## src/rtl/byte_cpu_cfg.svh

```systemverilog
`ifndef BYTE_CPU_CFG_SVH
`define BYTE_CPU_CFG_SVH

// Width of the shared bus and of every register
`define CPU_DATA_W 8

// General registers REG0 to REG7
`define CPU_NUM_REGS 8

// Words in the program and data RAM
`define CPU_RAM_DEPTH 256

`define CPU_SEL_W 5

`endif

```

## src/rtl/cpu_bus_pkg.sv

```systemverilog
`include "byte_cpu_cfg.svh"

package cpu_bus_pkg;

	// Shared bus sources that double as the register code byte of an instruction
	typedef enum logic [`CPU_SEL_W-1:0] {
		SEL_REG0  = 5'd0,
		SEL_REG1  = 5'd1,
		SEL_REG2  = 5'd2,
		SEL_REG3  = 5'd3,
		SEL_REG4  = 5'd4,
		SEL_REG5  = 5'd5,
		SEL_REG6  = 5'd6,
		SEL_REG7  = 5'd7,
		SEL_D_IN  = 5'd8,
		SEL_RAX   = 5'd9,
		SEL_RAM   = 5'd10,
		SEL_RIP   = 5'd11,
		SEL_RIP_1 = 5'd12,
		SEL_ZERO  = 5'd13
	} bus_sel_t;

	// Bit positions inside RFL where bits 7:6 always read zero
	typedef enum logic [2:0] {
		FLAG_CARRY    = 3'd0,
		FLAG_EQUAL    = 3'd1,
		FLAG_LESS     = 3'd2,
		FLAG_ZERO     = 3'd3,
		FLAG_ONE      = 3'd4,
		FLAG_OVERFLOW = 3'd5
	} flag_bit_t;

endpackage

```

## src/rtl/cpu_isa_pkg.sv

```systemverilog
`include "byte_cpu_cfg.svh"

package cpu_isa_pkg;

	// First byte of every instruction
	typedef enum logic [`CPU_DATA_W-1:0] {
		OP_HALT = 8'h00,
		OP_NOOP = 8'h01,
		OP_JUMP = 8'h03,
		OP_MATH = 8'h04,
		OP_LDFM = 8'h05,
		OP_LDFI = 8'h06,
		OP_STOM = 8'h09,
		OP_JINZ = 8'h0a,
		OP_JIEQ = 8'h0b
	} opcode_t;

	// Low three bits of the MATH operand byte
	typedef enum logic [2:0] {
		ALU_ADD  = 3'd0,
		ALU_SUB  = 3'd1,
		ALU_AND  = 3'd2,
		ALU_OR   = 3'd3,
		ALU_XOR  = 3'd4,
		ALU_NOTA = 3'd5,
		ALU_SHL  = 3'd6,
		ALU_SHR  = 3'd7
	} alu_op_t;

	typedef enum logic [3:0] {
		ST_LOAD_ADDR, ST_LOAD_ADDR_WAIT, ST_LOAD_DATA, ST_LOAD_DATA_WAIT,
		ST_PRE_EXECUTE, ST_FETCH, ST_INC_RIP,
		ST_HALT, ST_NOOP, ST_JUMP, ST_MATH, ST_LDFM, ST_LDFI, ST_STOM,
		ST_JINZ, ST_JIEQ
	} ctrl_state_t;

endpackage

```

## src/rtl/cpu_alu.sv

```systemverilog
`timescale 1ns/1ps
`include "byte_cpu_cfg.svh"

module cpu_alu
	import cpu_isa_pkg::*;
	import cpu_bus_pkg::*;
(
	input  logic [`CPU_DATA_W-1:0] i_a,
	input  logic [`CPU_DATA_W-1:0] i_b,
	input  alu_op_t                i_op,
	input  logic                   i_signed,
	output logic [`CPU_DATA_W-1:0] o_result,
	output logic [`CPU_DATA_W-1:0] o_flags
);
	localparam int MSB = `CPU_DATA_W - 1;

	// Result with the carry or borrow in the top bit
	logic [`CPU_DATA_W:0] m_wide;
	logic m_ovf;

	always_comb begin
		m_wide = '0;
		m_ovf = 1'b0;
		case (i_op)
			ALU_ADD: begin
				m_wide = {1'b0, i_a} + {1'b0, i_b};
				m_ovf = (i_a[MSB] == i_b[MSB]) && (m_wide[MSB] != i_a[MSB]);
			end
			ALU_SUB: begin
				m_wide = {1'b0, i_a} - {1'b0, i_b};
				m_ovf = (i_a[MSB] != i_b[MSB]) && (m_wide[MSB] != i_a[MSB]);
			end
			ALU_AND: m_wide = {1'b0, i_a & i_b};
			ALU_OR: m_wide = {1'b0, i_a | i_b};
			ALU_XOR: m_wide = {1'b0, i_a ^ i_b};
			ALU_NOTA: m_wide = {1'b0, ~i_a};
			ALU_SHL: m_wide = {i_a, 1'b0};
			ALU_SHR: m_wide = {1'b0, i_a >> 1};
			default: m_wide = '0;
		endcase
	end

	assign o_result = m_wide[MSB:0];

	always_comb begin
		o_flags = '0;
		// Top bit is only set by ADD, SUB and SHL
		o_flags[FLAG_CARRY] = m_wide[`CPU_DATA_W];
		o_flags[FLAG_EQUAL] = (i_a == i_b);
		o_flags[FLAG_LESS] = i_signed ? ($signed(i_a) < $signed(i_b)) : (i_a < i_b);
		o_flags[FLAG_ZERO] = (o_result == '0);
		o_flags[FLAG_ONE] = (o_result == `CPU_DATA_W'(1));
		o_flags[FLAG_OVERFLOW] = i_signed && m_ovf;
	end

endmodule

```

## src/rtl/cpu_control.sv

```systemverilog
`timescale 1ns/1ps
`include "byte_cpu_cfg.svh"

module cpu_control
	import cpu_isa_pkg::*;
	import cpu_bus_pkg::*;
(
	input  logic                     i_clk,
	input  logic                     i_reset,
	input  logic                     i_load_addr,
	input  logic                     i_load_data,
	input  logic                     i_execute,
	input  logic [`CPU_DATA_W-1:0]   i_ram_in,
	input  logic [`CPU_DATA_W-1:0]   i_alu_flags,
	output bus_sel_t                 o_select,
	output logic                     o_load_addr,
	output logic                     o_load_rip,
	output logic                     o_load_alu,
	output logic                     o_write_ram,
	output logic [`CPU_NUM_REGS-1:0] o_load_reg,
	output logic                     o_waiting,
	output logic                     o_take_input
);
	ctrl_state_t m_state;
	ctrl_state_t m_next_state;
	logic [2:0] m_step;

	// One-hot target for LDFI/LDFM, raw source code for STOM
	logic [`CPU_DATA_W-1:0] m_target;
	logic [`CPU_DATA_W-1:0] m_next_target;
	logic m_load_target;

	// Unknown opcodes fall through to HALT
	function automatic ctrl_state_t decode_op(input logic [`CPU_DATA_W-1:0] op_byte);
		case (op_byte)
			OP_NOOP: decode_op = ST_NOOP;
			OP_JUMP: decode_op = ST_JUMP;
			OP_MATH: decode_op = ST_MATH;
			OP_LDFM: decode_op = ST_LDFM;
			OP_LDFI: decode_op = ST_LDFI;
			OP_STOM: decode_op = ST_STOM;
			OP_JINZ: decode_op = ST_JINZ;
			OP_JIEQ: decode_op = ST_JIEQ;
			default: decode_op = ST_HALT;
		endcase
	endfunction

	always_comb begin
		m_next_state = m_state;
		case (m_state)
			ST_LOAD_ADDR: begin
				if (i_load_addr) m_next_state = ST_LOAD_ADDR_WAIT;
				else if (i_execute) m_next_state = ST_PRE_EXECUTE;
			end
			ST_LOAD_ADDR_WAIT: if (!i_load_addr) m_next_state = ST_LOAD_DATA;
			ST_LOAD_DATA: if (i_load_data) m_next_state = ST_LOAD_DATA_WAIT;
			ST_LOAD_DATA_WAIT: if (!i_load_data) m_next_state = ST_LOAD_ADDR;
			ST_PRE_EXECUTE: if (!i_execute) m_next_state = ST_FETCH;
			ST_FETCH, ST_INC_RIP: if (m_step == 3'd2) m_next_state = decode_op(i_ram_in);
			ST_HALT: m_next_state = ST_LOAD_ADDR;
			ST_NOOP: m_next_state = ST_INC_RIP;
			ST_JUMP: if (m_step == 3'd2) m_next_state = ST_FETCH;
			ST_MATH: if (m_step == 3'd2) m_next_state = ST_INC_RIP;
			ST_LDFI: if (m_step == 3'd3) m_next_state = ST_INC_RIP;
			ST_STOM: if (m_step == 3'd4) m_next_state = ST_INC_RIP;
			ST_LDFM: if (m_step == 3'd5) m_next_state = ST_INC_RIP;
			ST_JINZ: begin
				// A skipped jump leaves RIP on byte 1 for INC_RIP to step past
				if (m_step == 3'd0 && i_alu_flags[FLAG_ZERO]) m_next_state = ST_INC_RIP;
				else if (m_step == 3'd2) m_next_state = ST_FETCH;
			end
			ST_JIEQ: begin
				if (m_step == 3'd0 && !i_alu_flags[FLAG_EQUAL]) m_next_state = ST_INC_RIP;
				else if (m_step == 3'd2) m_next_state = ST_FETCH;
			end
			default: m_next_state = ST_LOAD_ADDR;
		endcase
	end

	always_comb begin
		o_select = SEL_ZERO;
		o_load_addr = 1'b0;
		o_load_rip = 1'b0;
		o_load_alu = 1'b0;
		o_write_ram = 1'b0;
		o_load_reg = '0;
		o_waiting = 1'b0;
		o_take_input = 1'b0;
		m_load_target = 1'b0;
		m_next_target = '0;
		case (m_state)
			ST_LOAD_ADDR: begin
				// MAR tracks the operator input
				o_select = SEL_D_IN;
				o_load_addr = 1'b1;
				o_waiting = 1'b1;
			end
			ST_LOAD_DATA: begin
				o_select = SEL_D_IN;
				o_write_ram = 1'b1;
				o_take_input = 1'b1;
			end
			ST_PRE_EXECUTE: begin
				o_load_rip = 1'b1;
				o_load_addr = 1'b1;
			end
			ST_FETCH: if (m_step == 3'd0) begin
				o_select = SEL_RIP;
				o_load_addr = 1'b1;
			end
			ST_INC_RIP, ST_MATH: begin
				if (m_step == 3'd0) begin
					o_select = SEL_RIP_1;
					o_load_rip = 1'b1;
					o_load_addr = 1'b1;
				end else if (m_step == 3'd2 && m_state == ST_MATH) begin
					// Operation byte is on the RAM output now
					o_load_alu = 1'b1;
				end
			end
			ST_JUMP, ST_JINZ, ST_JIEQ: begin
				if (m_step == 3'd0) begin
					o_select = SEL_RIP_1;
					o_load_rip = 1'b1;
					o_load_addr = 1'b1;
				end else if (m_step == 3'd2) begin
					o_select = SEL_RAM;
					o_load_rip = 1'b1;
				end
			end
			ST_LDFI, ST_LDFM, ST_STOM: begin
				case (m_step)
					3'd0, 3'd1: begin
						// Step onto byte 1, then byte 2
						o_select = SEL_RIP_1;
						o_load_rip = 1'b1;
						o_load_addr = 1'b1;
					end
					3'd2: begin
						m_load_target = 1'b1;
						if (m_state == ST_STOM) m_next_target = i_ram_in;
						else if (i_ram_in < `CPU_NUM_REGS) m_next_target[i_ram_in[2:0]] = 1'b1;
					end
					3'd3: begin
						o_select = SEL_RAM;
						if (m_state == ST_LDFI) o_load_reg = m_target;
						else o_load_addr = 1'b1;
					end
					3'd4: if (m_state == ST_STOM) begin
						o_select = bus_sel_t'(m_target[`CPU_SEL_W-1:0]);
						o_write_ram = 1'b1;
					end
					default: begin
						// Only LDFM gets this far
						o_select = SEL_RAM;
						o_load_reg = m_target;
					end
				endcase
			end
			default: ;
		endcase
	end

	always_ff @(posedge i_clk) begin
		if (i_reset) begin
			m_state <= ST_LOAD_ADDR;
			m_step <= '0;
			m_target <= '0;
		end else begin
			m_state <= m_next_state;
			// Saturate so step 0 actions never repeat
			if (m_next_state != m_state) m_step <= '0;
			else if (m_step != 3'd7) m_step <= m_step + 3'd1;
			if (m_load_target) m_target <= m_next_target;
		end
	end

endmodule

```

## src/rtl/cpu_datapath.sv

```systemverilog
`timescale 1ns/1ps
`include "byte_cpu_cfg.svh"

module cpu_datapath
	import cpu_isa_pkg::*;
	import cpu_bus_pkg::*;
(
	input  logic                     i_clk,
	input  logic                     i_reset,
	input  logic [`CPU_DATA_W-1:0]   i_data_in,
	input  bus_sel_t                 i_select,
	input  logic                     i_load_addr,
	input  logic                     i_load_rip,
	input  logic                     i_load_alu,
	input  logic                     i_write_ram,
	input  logic [`CPU_NUM_REGS-1:0] i_load_reg,
	output logic [`CPU_DATA_W-1:0]   o_ram_out,
	output logic [`CPU_DATA_W-1:0]   o_alu_flags
);
	logic [`CPU_DATA_W-1:0] m_mar;
	logic [`CPU_DATA_W-1:0] m_rip;
	logic [`CPU_DATA_W-1:0] m_rax;
	logic [`CPU_DATA_W-1:0] m_rfl;
	logic [`CPU_DATA_W-1:0] m_regs [`CPU_NUM_REGS];
	logic [`CPU_DATA_W-1:0] m_bus;
	logic [`CPU_DATA_W-1:0] m_alu_result;
	logic [`CPU_DATA_W-1:0] m_alu_flags;

	assign o_alu_flags = m_rfl;

	cpu_ram u_ram (
		.i_clk   (i_clk),
		.i_addr  (m_mar),
		.i_wdata (m_bus),
		.i_we    (i_write_ram),
		.o_rdata (o_ram_out)
	);

	// Bit 7 of the MATH operand byte picks signed mode and bits 2:0 the operation
	cpu_alu u_alu (
		.i_a      (m_regs[0]),
		.i_b      (m_regs[1]),
		.i_op     (alu_op_t'(o_ram_out[2:0])),
		.i_signed (o_ram_out[7]),
		.o_result (m_alu_result),
		.o_flags  (m_alu_flags)
	);

	always_comb begin
		case (i_select)
			SEL_REG0, SEL_REG1, SEL_REG2, SEL_REG3,
			SEL_REG4, SEL_REG5, SEL_REG6, SEL_REG7: m_bus = m_regs[i_select[2:0]];
			SEL_D_IN: m_bus = i_data_in;
			SEL_RAX: m_bus = m_rax;
			SEL_RAM: m_bus = o_ram_out;
			SEL_RIP: m_bus = m_rip;
			SEL_RIP_1: m_bus = m_rip + 1'b1;
			SEL_ZERO: m_bus = '0;
			default: m_bus = '0;
		endcase
	end

	always_ff @(posedge i_clk) begin
		if (i_reset) begin
			m_mar <= '0;
			m_rip <= '0;
			m_rax <= '0;
			m_rfl <= '0;
			for (int i = 0; i < `CPU_NUM_REGS; i++) begin
				m_regs[i] <= '0;
			end
		end else begin
			if (i_load_addr) m_mar <= m_bus;
			if (i_load_rip) m_rip <= m_bus;
			if (i_load_alu) begin
				m_rax <= m_alu_result;
				m_rfl <= m_alu_flags;
			end
			for (int i = 0; i < `CPU_NUM_REGS; i++) begin
				if (i_load_reg[i]) m_regs[i] <= m_bus;
			end
		end
	end

endmodule

```

## src/rtl/cpu_ram.sv

```systemverilog
`timescale 1ns/1ps
`include "byte_cpu_cfg.svh"

module cpu_ram (
	input  logic                               i_clk,
	input  logic [$clog2(`CPU_RAM_DEPTH)-1:0]  i_addr,
	input  logic [`CPU_DATA_W-1:0]             i_wdata,
	input  logic                               i_we,
	output logic [`CPU_DATA_W-1:0]             o_rdata
);
	logic [`CPU_DATA_W-1:0] m_mem [`CPU_RAM_DEPTH];

	// Read-during-write returns the old word
	always_ff @(posedge i_clk) begin
		if (i_we) begin
			m_mem[i_addr] <= i_wdata;
		end
		o_rdata <= m_mem[i_addr];
	end

endmodule

```

## src/rtl/cpu_top.sv

```systemverilog
`timescale 1ns/1ps
`include "byte_cpu_cfg.svh"

module cpu_top
	import cpu_bus_pkg::*;
(
	input  logic                   i_clk,
	input  logic                   i_reset,
	input  logic                   i_load_addr,
	input  logic                   i_load_data,
	input  logic                   i_execute,
	input  logic [`CPU_DATA_W-1:0] i_data_in,
	output logic [`CPU_DATA_W-1:0] o_data_out,
	output logic                   o_waiting,
	output logic                   o_take_input
);
	bus_sel_t m_select;
	logic m_load_addr;
	logic m_load_rip;
	logic m_load_alu;
	logic m_write_ram;
	logic [`CPU_NUM_REGS-1:0] m_load_reg;
	logic [`CPU_DATA_W-1:0] m_ram_out;
	logic [`CPU_DATA_W-1:0] m_alu_flags;

	// Operator sees the word at MAR
	assign o_data_out = m_ram_out;

	cpu_control u_control (
		.i_clk        (i_clk),
		.i_reset      (i_reset),
		.i_load_addr  (i_load_addr),
		.i_load_data  (i_load_data),
		.i_execute    (i_execute),
		.i_ram_in     (m_ram_out),
		.i_alu_flags  (m_alu_flags),
		.o_select     (m_select),
		.o_load_addr  (m_load_addr),
		.o_load_rip   (m_load_rip),
		.o_load_alu   (m_load_alu),
		.o_write_ram  (m_write_ram),
		.o_load_reg   (m_load_reg),
		.o_waiting    (o_waiting),
		.o_take_input (o_take_input)
	);

	cpu_datapath u_datapath (
		.i_clk       (i_clk),
		.i_reset     (i_reset),
		.i_data_in   (i_data_in),
		.i_select    (m_select),
		.i_load_addr (m_load_addr),
		.i_load_rip  (m_load_rip),
		.i_load_alu  (m_load_alu),
		.i_write_ram (m_write_ram),
		.i_load_reg  (m_load_reg),
		.o_ram_out   (m_ram_out),
		.o_alu_flags (m_alu_flags)
	);

endmodule

```

## config.mk

```make
export PLATFORM = sky130hd
export DESIGN_NAME = cpu_top
export DESIGN_NICKNAME = d
export VERILOG_FILES = /design/src/rtl/cpu_bus_pkg.sv /design/src/rtl/cpu_isa_pkg.sv /design/src/rtl/cpu_alu.sv /design/src/rtl/cpu_control.sv /design/src/rtl/cpu_datapath.sv /design/src/rtl/cpu_ram.sv /design/src/rtl/cpu_top.sv
export VERILOG_INCLUDE_DIRS = /design/src /design/src/rtl
export SDC_FILE = /design/constraint.sdc
export NUM_CORES = 2
export LEC_CHECK = 0
export BUFFER_PORTS_ARGS = -buffer_cell sky130_fd_sc_hd__buf_2
export CORE_MARGIN = 2
export CORE_UTILIZATION = 58
export CTS_BUF_LIST = sky130_fd_sc_hd__clkbuf_4 sky130_fd_sc_hd__clkbuf_8
export DETAILED_ROUTE_END_ITERATION = 10
export PLACE_DENSITY = 0.84
export SLEW_MARGIN = 20
export SYNTH_ARGS = -nofsm -noshare
export SYNTH_HDL_FRONTEND = slang
export SYNTH_SLANG_ARGS = --single-unit
```

## constraint.sdc

```tcl
create_clock -name i_clk -period 8.6 [get_ports i_clk]
set_input_delay 0 -clock i_clk [delete_from_list [all_inputs] [get_ports i_clk]]
set_output_delay 0 -clock i_clk [all_outputs]
set_load 0.02 [all_outputs]
```

==> impl_metrics.env <==
export IMPL_use_met2_pct=43.66
export IMPL_use_met1_pct=36.80
export IMPL_startpoint_type="register"
export IMPL_wl_per_cell_um=31.86
export IMPL_detail_route_vias_per_cell=6.821
export IMPL_slew_headroom_pct=14.51
export IMPL_cts_tree="yes"
export IMPL_top_level_ports=23
export IMPL_drt_initial_drc_count=7067
export IMPL_setup_tns_ps=0
export IMPL_synthArstFlopShare_pct=0
export IMPL_via_count=44810
export IMPL_synth_warnings=0
export IMPL_clockBufferDepth=4
export IMPL_cts_sinks=2161
export IMPL_busiest_layer="met2"
export IMPL_ys_flop_type="edfxtp_1"
export IMPL_grt_max_degree=194
export IMPL_setup_violations=0
export IMPL_power_density_nw_per_um2=325.7
export IMPL_rows=141
export IMPL_worstSkewPairLatency_ps=1040
export IMPL_dieHeight_um=390.2
export IMPL_fin_worst_skew_ps=75.35
export IMPL_maxCapViolCount=0
export IMPL_peakVddDrop_v=0.0004714
export IMPL_ys_seq_area_share_pct=74.45
export IMPL_tightest_slew_ps=1282
export IMPL_core_um2=147800
export IMPL_fin_nets=4437
export IMPL_ant_nets=0
export IMPL_dp_slack_ps=2924
export IMPL_initial_core_util_pct=58.51
export IMPL_cp_arrival_ps=6000
export IMPL_place_hpwl_mm=122.2
export IMPL_drc=2
export IMPL_synth_edf_count=2112
export IMPL_die_area_um2=152200
export IMPL_antenna_found_initial=8
export IMPL_htree_num_levels=5
export IMPL_grt_usage_pct=27.66
export IMPL_post_synth_num_cell_types=84
export IMPL_firstDrtPassIters=10
export IMPL_hold_class="in -> reg"
export IMPL_postSynthCellCount=4203
export IMPL_cts_root_buffer="clkbuf_8"
export IMPL_final_cell_mix="edfxtp_1, mux4_2, nor2_1"
export IMPL_cp_end_kind="register"
export IMPL_slew_viol_final=0
export IMPL_period_minus_slack_ps=5345
export IMPL_grt_ovfl_total=0
export IMPL_gp_congestion=0.8944
export IMPL_drive_gt1_share_pct=27.97
export IMPL_fill_cells=8928
export IMPL_ys_ff_latch=2161
export IMPL_chipWidth_um=390.2
export IMPL_portBuffers=22
export IMPL_synth_nets=4248
export IMPL_layout_commonest_cell="edfxtp_1"
export IMPL_syn_cell_area_um2=86500
export IMPL_clkTransAtPathRegs_ps=60
export IMPL_violations="design-rule violations"
export IMPL_drt_wl_total_mm=209.3
export IMPL_grt_pass1_vias=45120
export IMPL_required_ps=9260
export IMPL_synthToLayoutAreaGrowth_pct=10.09
export IMPL_p_leak_nw=29.29
export IMPL_rsz0062_at_grt="no"
export IMPL_status="finished, violations left"
export IMPL_cts_buffers=348
export IMPL_synth_area_per_cell_um2=20.58
export IMPL_critPathKind="reg -> reg"
export IMPL_hold_viol=0
export IMPL_max_freq_mhz=187.1
export IMPL_finalCritPeriodShare_pct=62.15
export IMPL_crit_fanout=160
export IMPL_grt_pass1_wl_mm=304.3
export IMPL_use_met3_pct=6.880
export IMPL_finalWorstSetupSlack_ps=3255
-- sequential cells by signal, indices dropped and copies added, names as in the netlist --
name / flops
u_control.m_step: 3
u_control.m_state: 4
u_datapath.u_ram.o_rdata: 8
u_datapath.m_rax: 8
u_datapath.u_ram.m_mem: 2048
u_datapath.o_alu_flags: 2
u_datapath.m_mar: 8
u_datapath.m_regs: 64
u_datapath.m_rip: 8
u_control.m_target: 8
-- path summary, 6_finish.rpt --
kind | startpoint | slack [ps] | depth (start not counted) | to
max | u_control.m_step[0] | 3260 | 11 | u_datapath.u_ram.m_mem[67][7]
min | i_reset | 180 | 3 | u_datapath.m_rax[1]
max reg2reg | u_control.m_step[0] | 3260 | 11 | u_datapath.u_ram.m_mem[67][7]
min reg2reg | u_datapath.m_rax[2] | 470 | 2 | u_datapath.m_rax[2]
-- cells in the mapped netlist, drive strengths merged (6+ instances only) --
cell type / n / share of area, %
a31oi: 12 / 0.087
buf: 125 / 0.77
nand2b: 20 / 0.14
a32oi: 6 / 0.061
a21o: 8 / 0.069
nor4: 15 / 0.11
nand4: 11 / 0.080
inv: 47 / 0.20
xnor2: 6 / 0.061
o21ai: 52 / 0.30
a221oi: 8 / 0.10
mux2i: 27 / 0.31
nand3b: 7 / 0.061
o22ai: 9 / 0.065
ha: 30 / 0.43
a22oi: 29 / 0.26
mux2: 13 / 0.17
and3: 12 / 0.087
clkbuf: 136 / 0.59
mux4: 648 / 17
nor2b: 59 / 0.43
a21oi: 58 / 0.34
edfxtp: 2112 / 73
dfxtp: 49 / 1.1
nor2: 390 / 1.7
and2: 7 / 0.051
o211ai: 12 / 0.11
a221o: 6 / 0.069
a211oi: 32 / 0.32
nor3: 16 / 0.11
nand2: 105 / 0.46
nand3: 55 / 0.32
-- cell families after synthesis --
family / count (synthesis) / share of synthesized area, %
AOI/OAI and AO/OA: 283 / 2.293
xor gates and xnor gates: 9 / 0.09113
adders and majority gates: 32 / 0.4802
buffers and inverters: 310 / 1.569
DFF: 2161 / 74.45
muxes: 688 / 17.35
and+or+nand+nor: 720 / 3.759
-- critical path, cell delays in order, from the launching register on --
cell	delay (ps)
dfxtp_1	390
inv_1	80
ha_1	370
and2b_1	320
and3_1	240
o21ai_2	540
nand2_4	480
mux4_2	470
nand2_1	50
o2111a_1	360
inv_8	700
buf_4	860
-- power by group --
part           total, mW  internal, mW  switching (mW)
registers           14.3          14.1           0.242
clock network       8.42          4.50            3.92
logic               8.26          2.70            5.55
-- through the flow --
step	cell area (µm²)	hold slack [ps]	instances	total power, mW	utilization [%]
after floorplan	86500	267.0	4203	19.87	-
final	95230	182.8	6569	31.02	64.41
after global routing	95220	184.9	6566	31.91	64.41
after detailed placement	88510	447.0	5953	22.63	59.87
after global placement	88510	448.6	5953	22.22	59.87
after CTS	95140	88.68	6561	30.94	64.36
-- layer usage --
layer	wire [µm]	vias up
li1	-	17770
met1	72660	23000
met2	102000	3444
met3	24190	581
met4	10310	12
met5	80	-
-- area by class of cell --
class	instances	area, µm²	share of cell area (%)
clock buffers	451	5644	5.927
multi-input cells	1732	20810	21.85
clock inverters	140	822.0	0.8633
inverters	49	236.5	0.2483
flip-flops and latches	2161	64420	67.65
well taps	1930	2415	2.536
repair buffers	100	865.8	0.9092
diodes	6	15.01	0.01577
-- repair_timing --
item,CTS,global route
buffers inserted,0,0
hold buffers,17,0
hold endpoints to repair,97,0
resized for setup,0,0
Note: power is estimated with default switching activity, not from simulation.
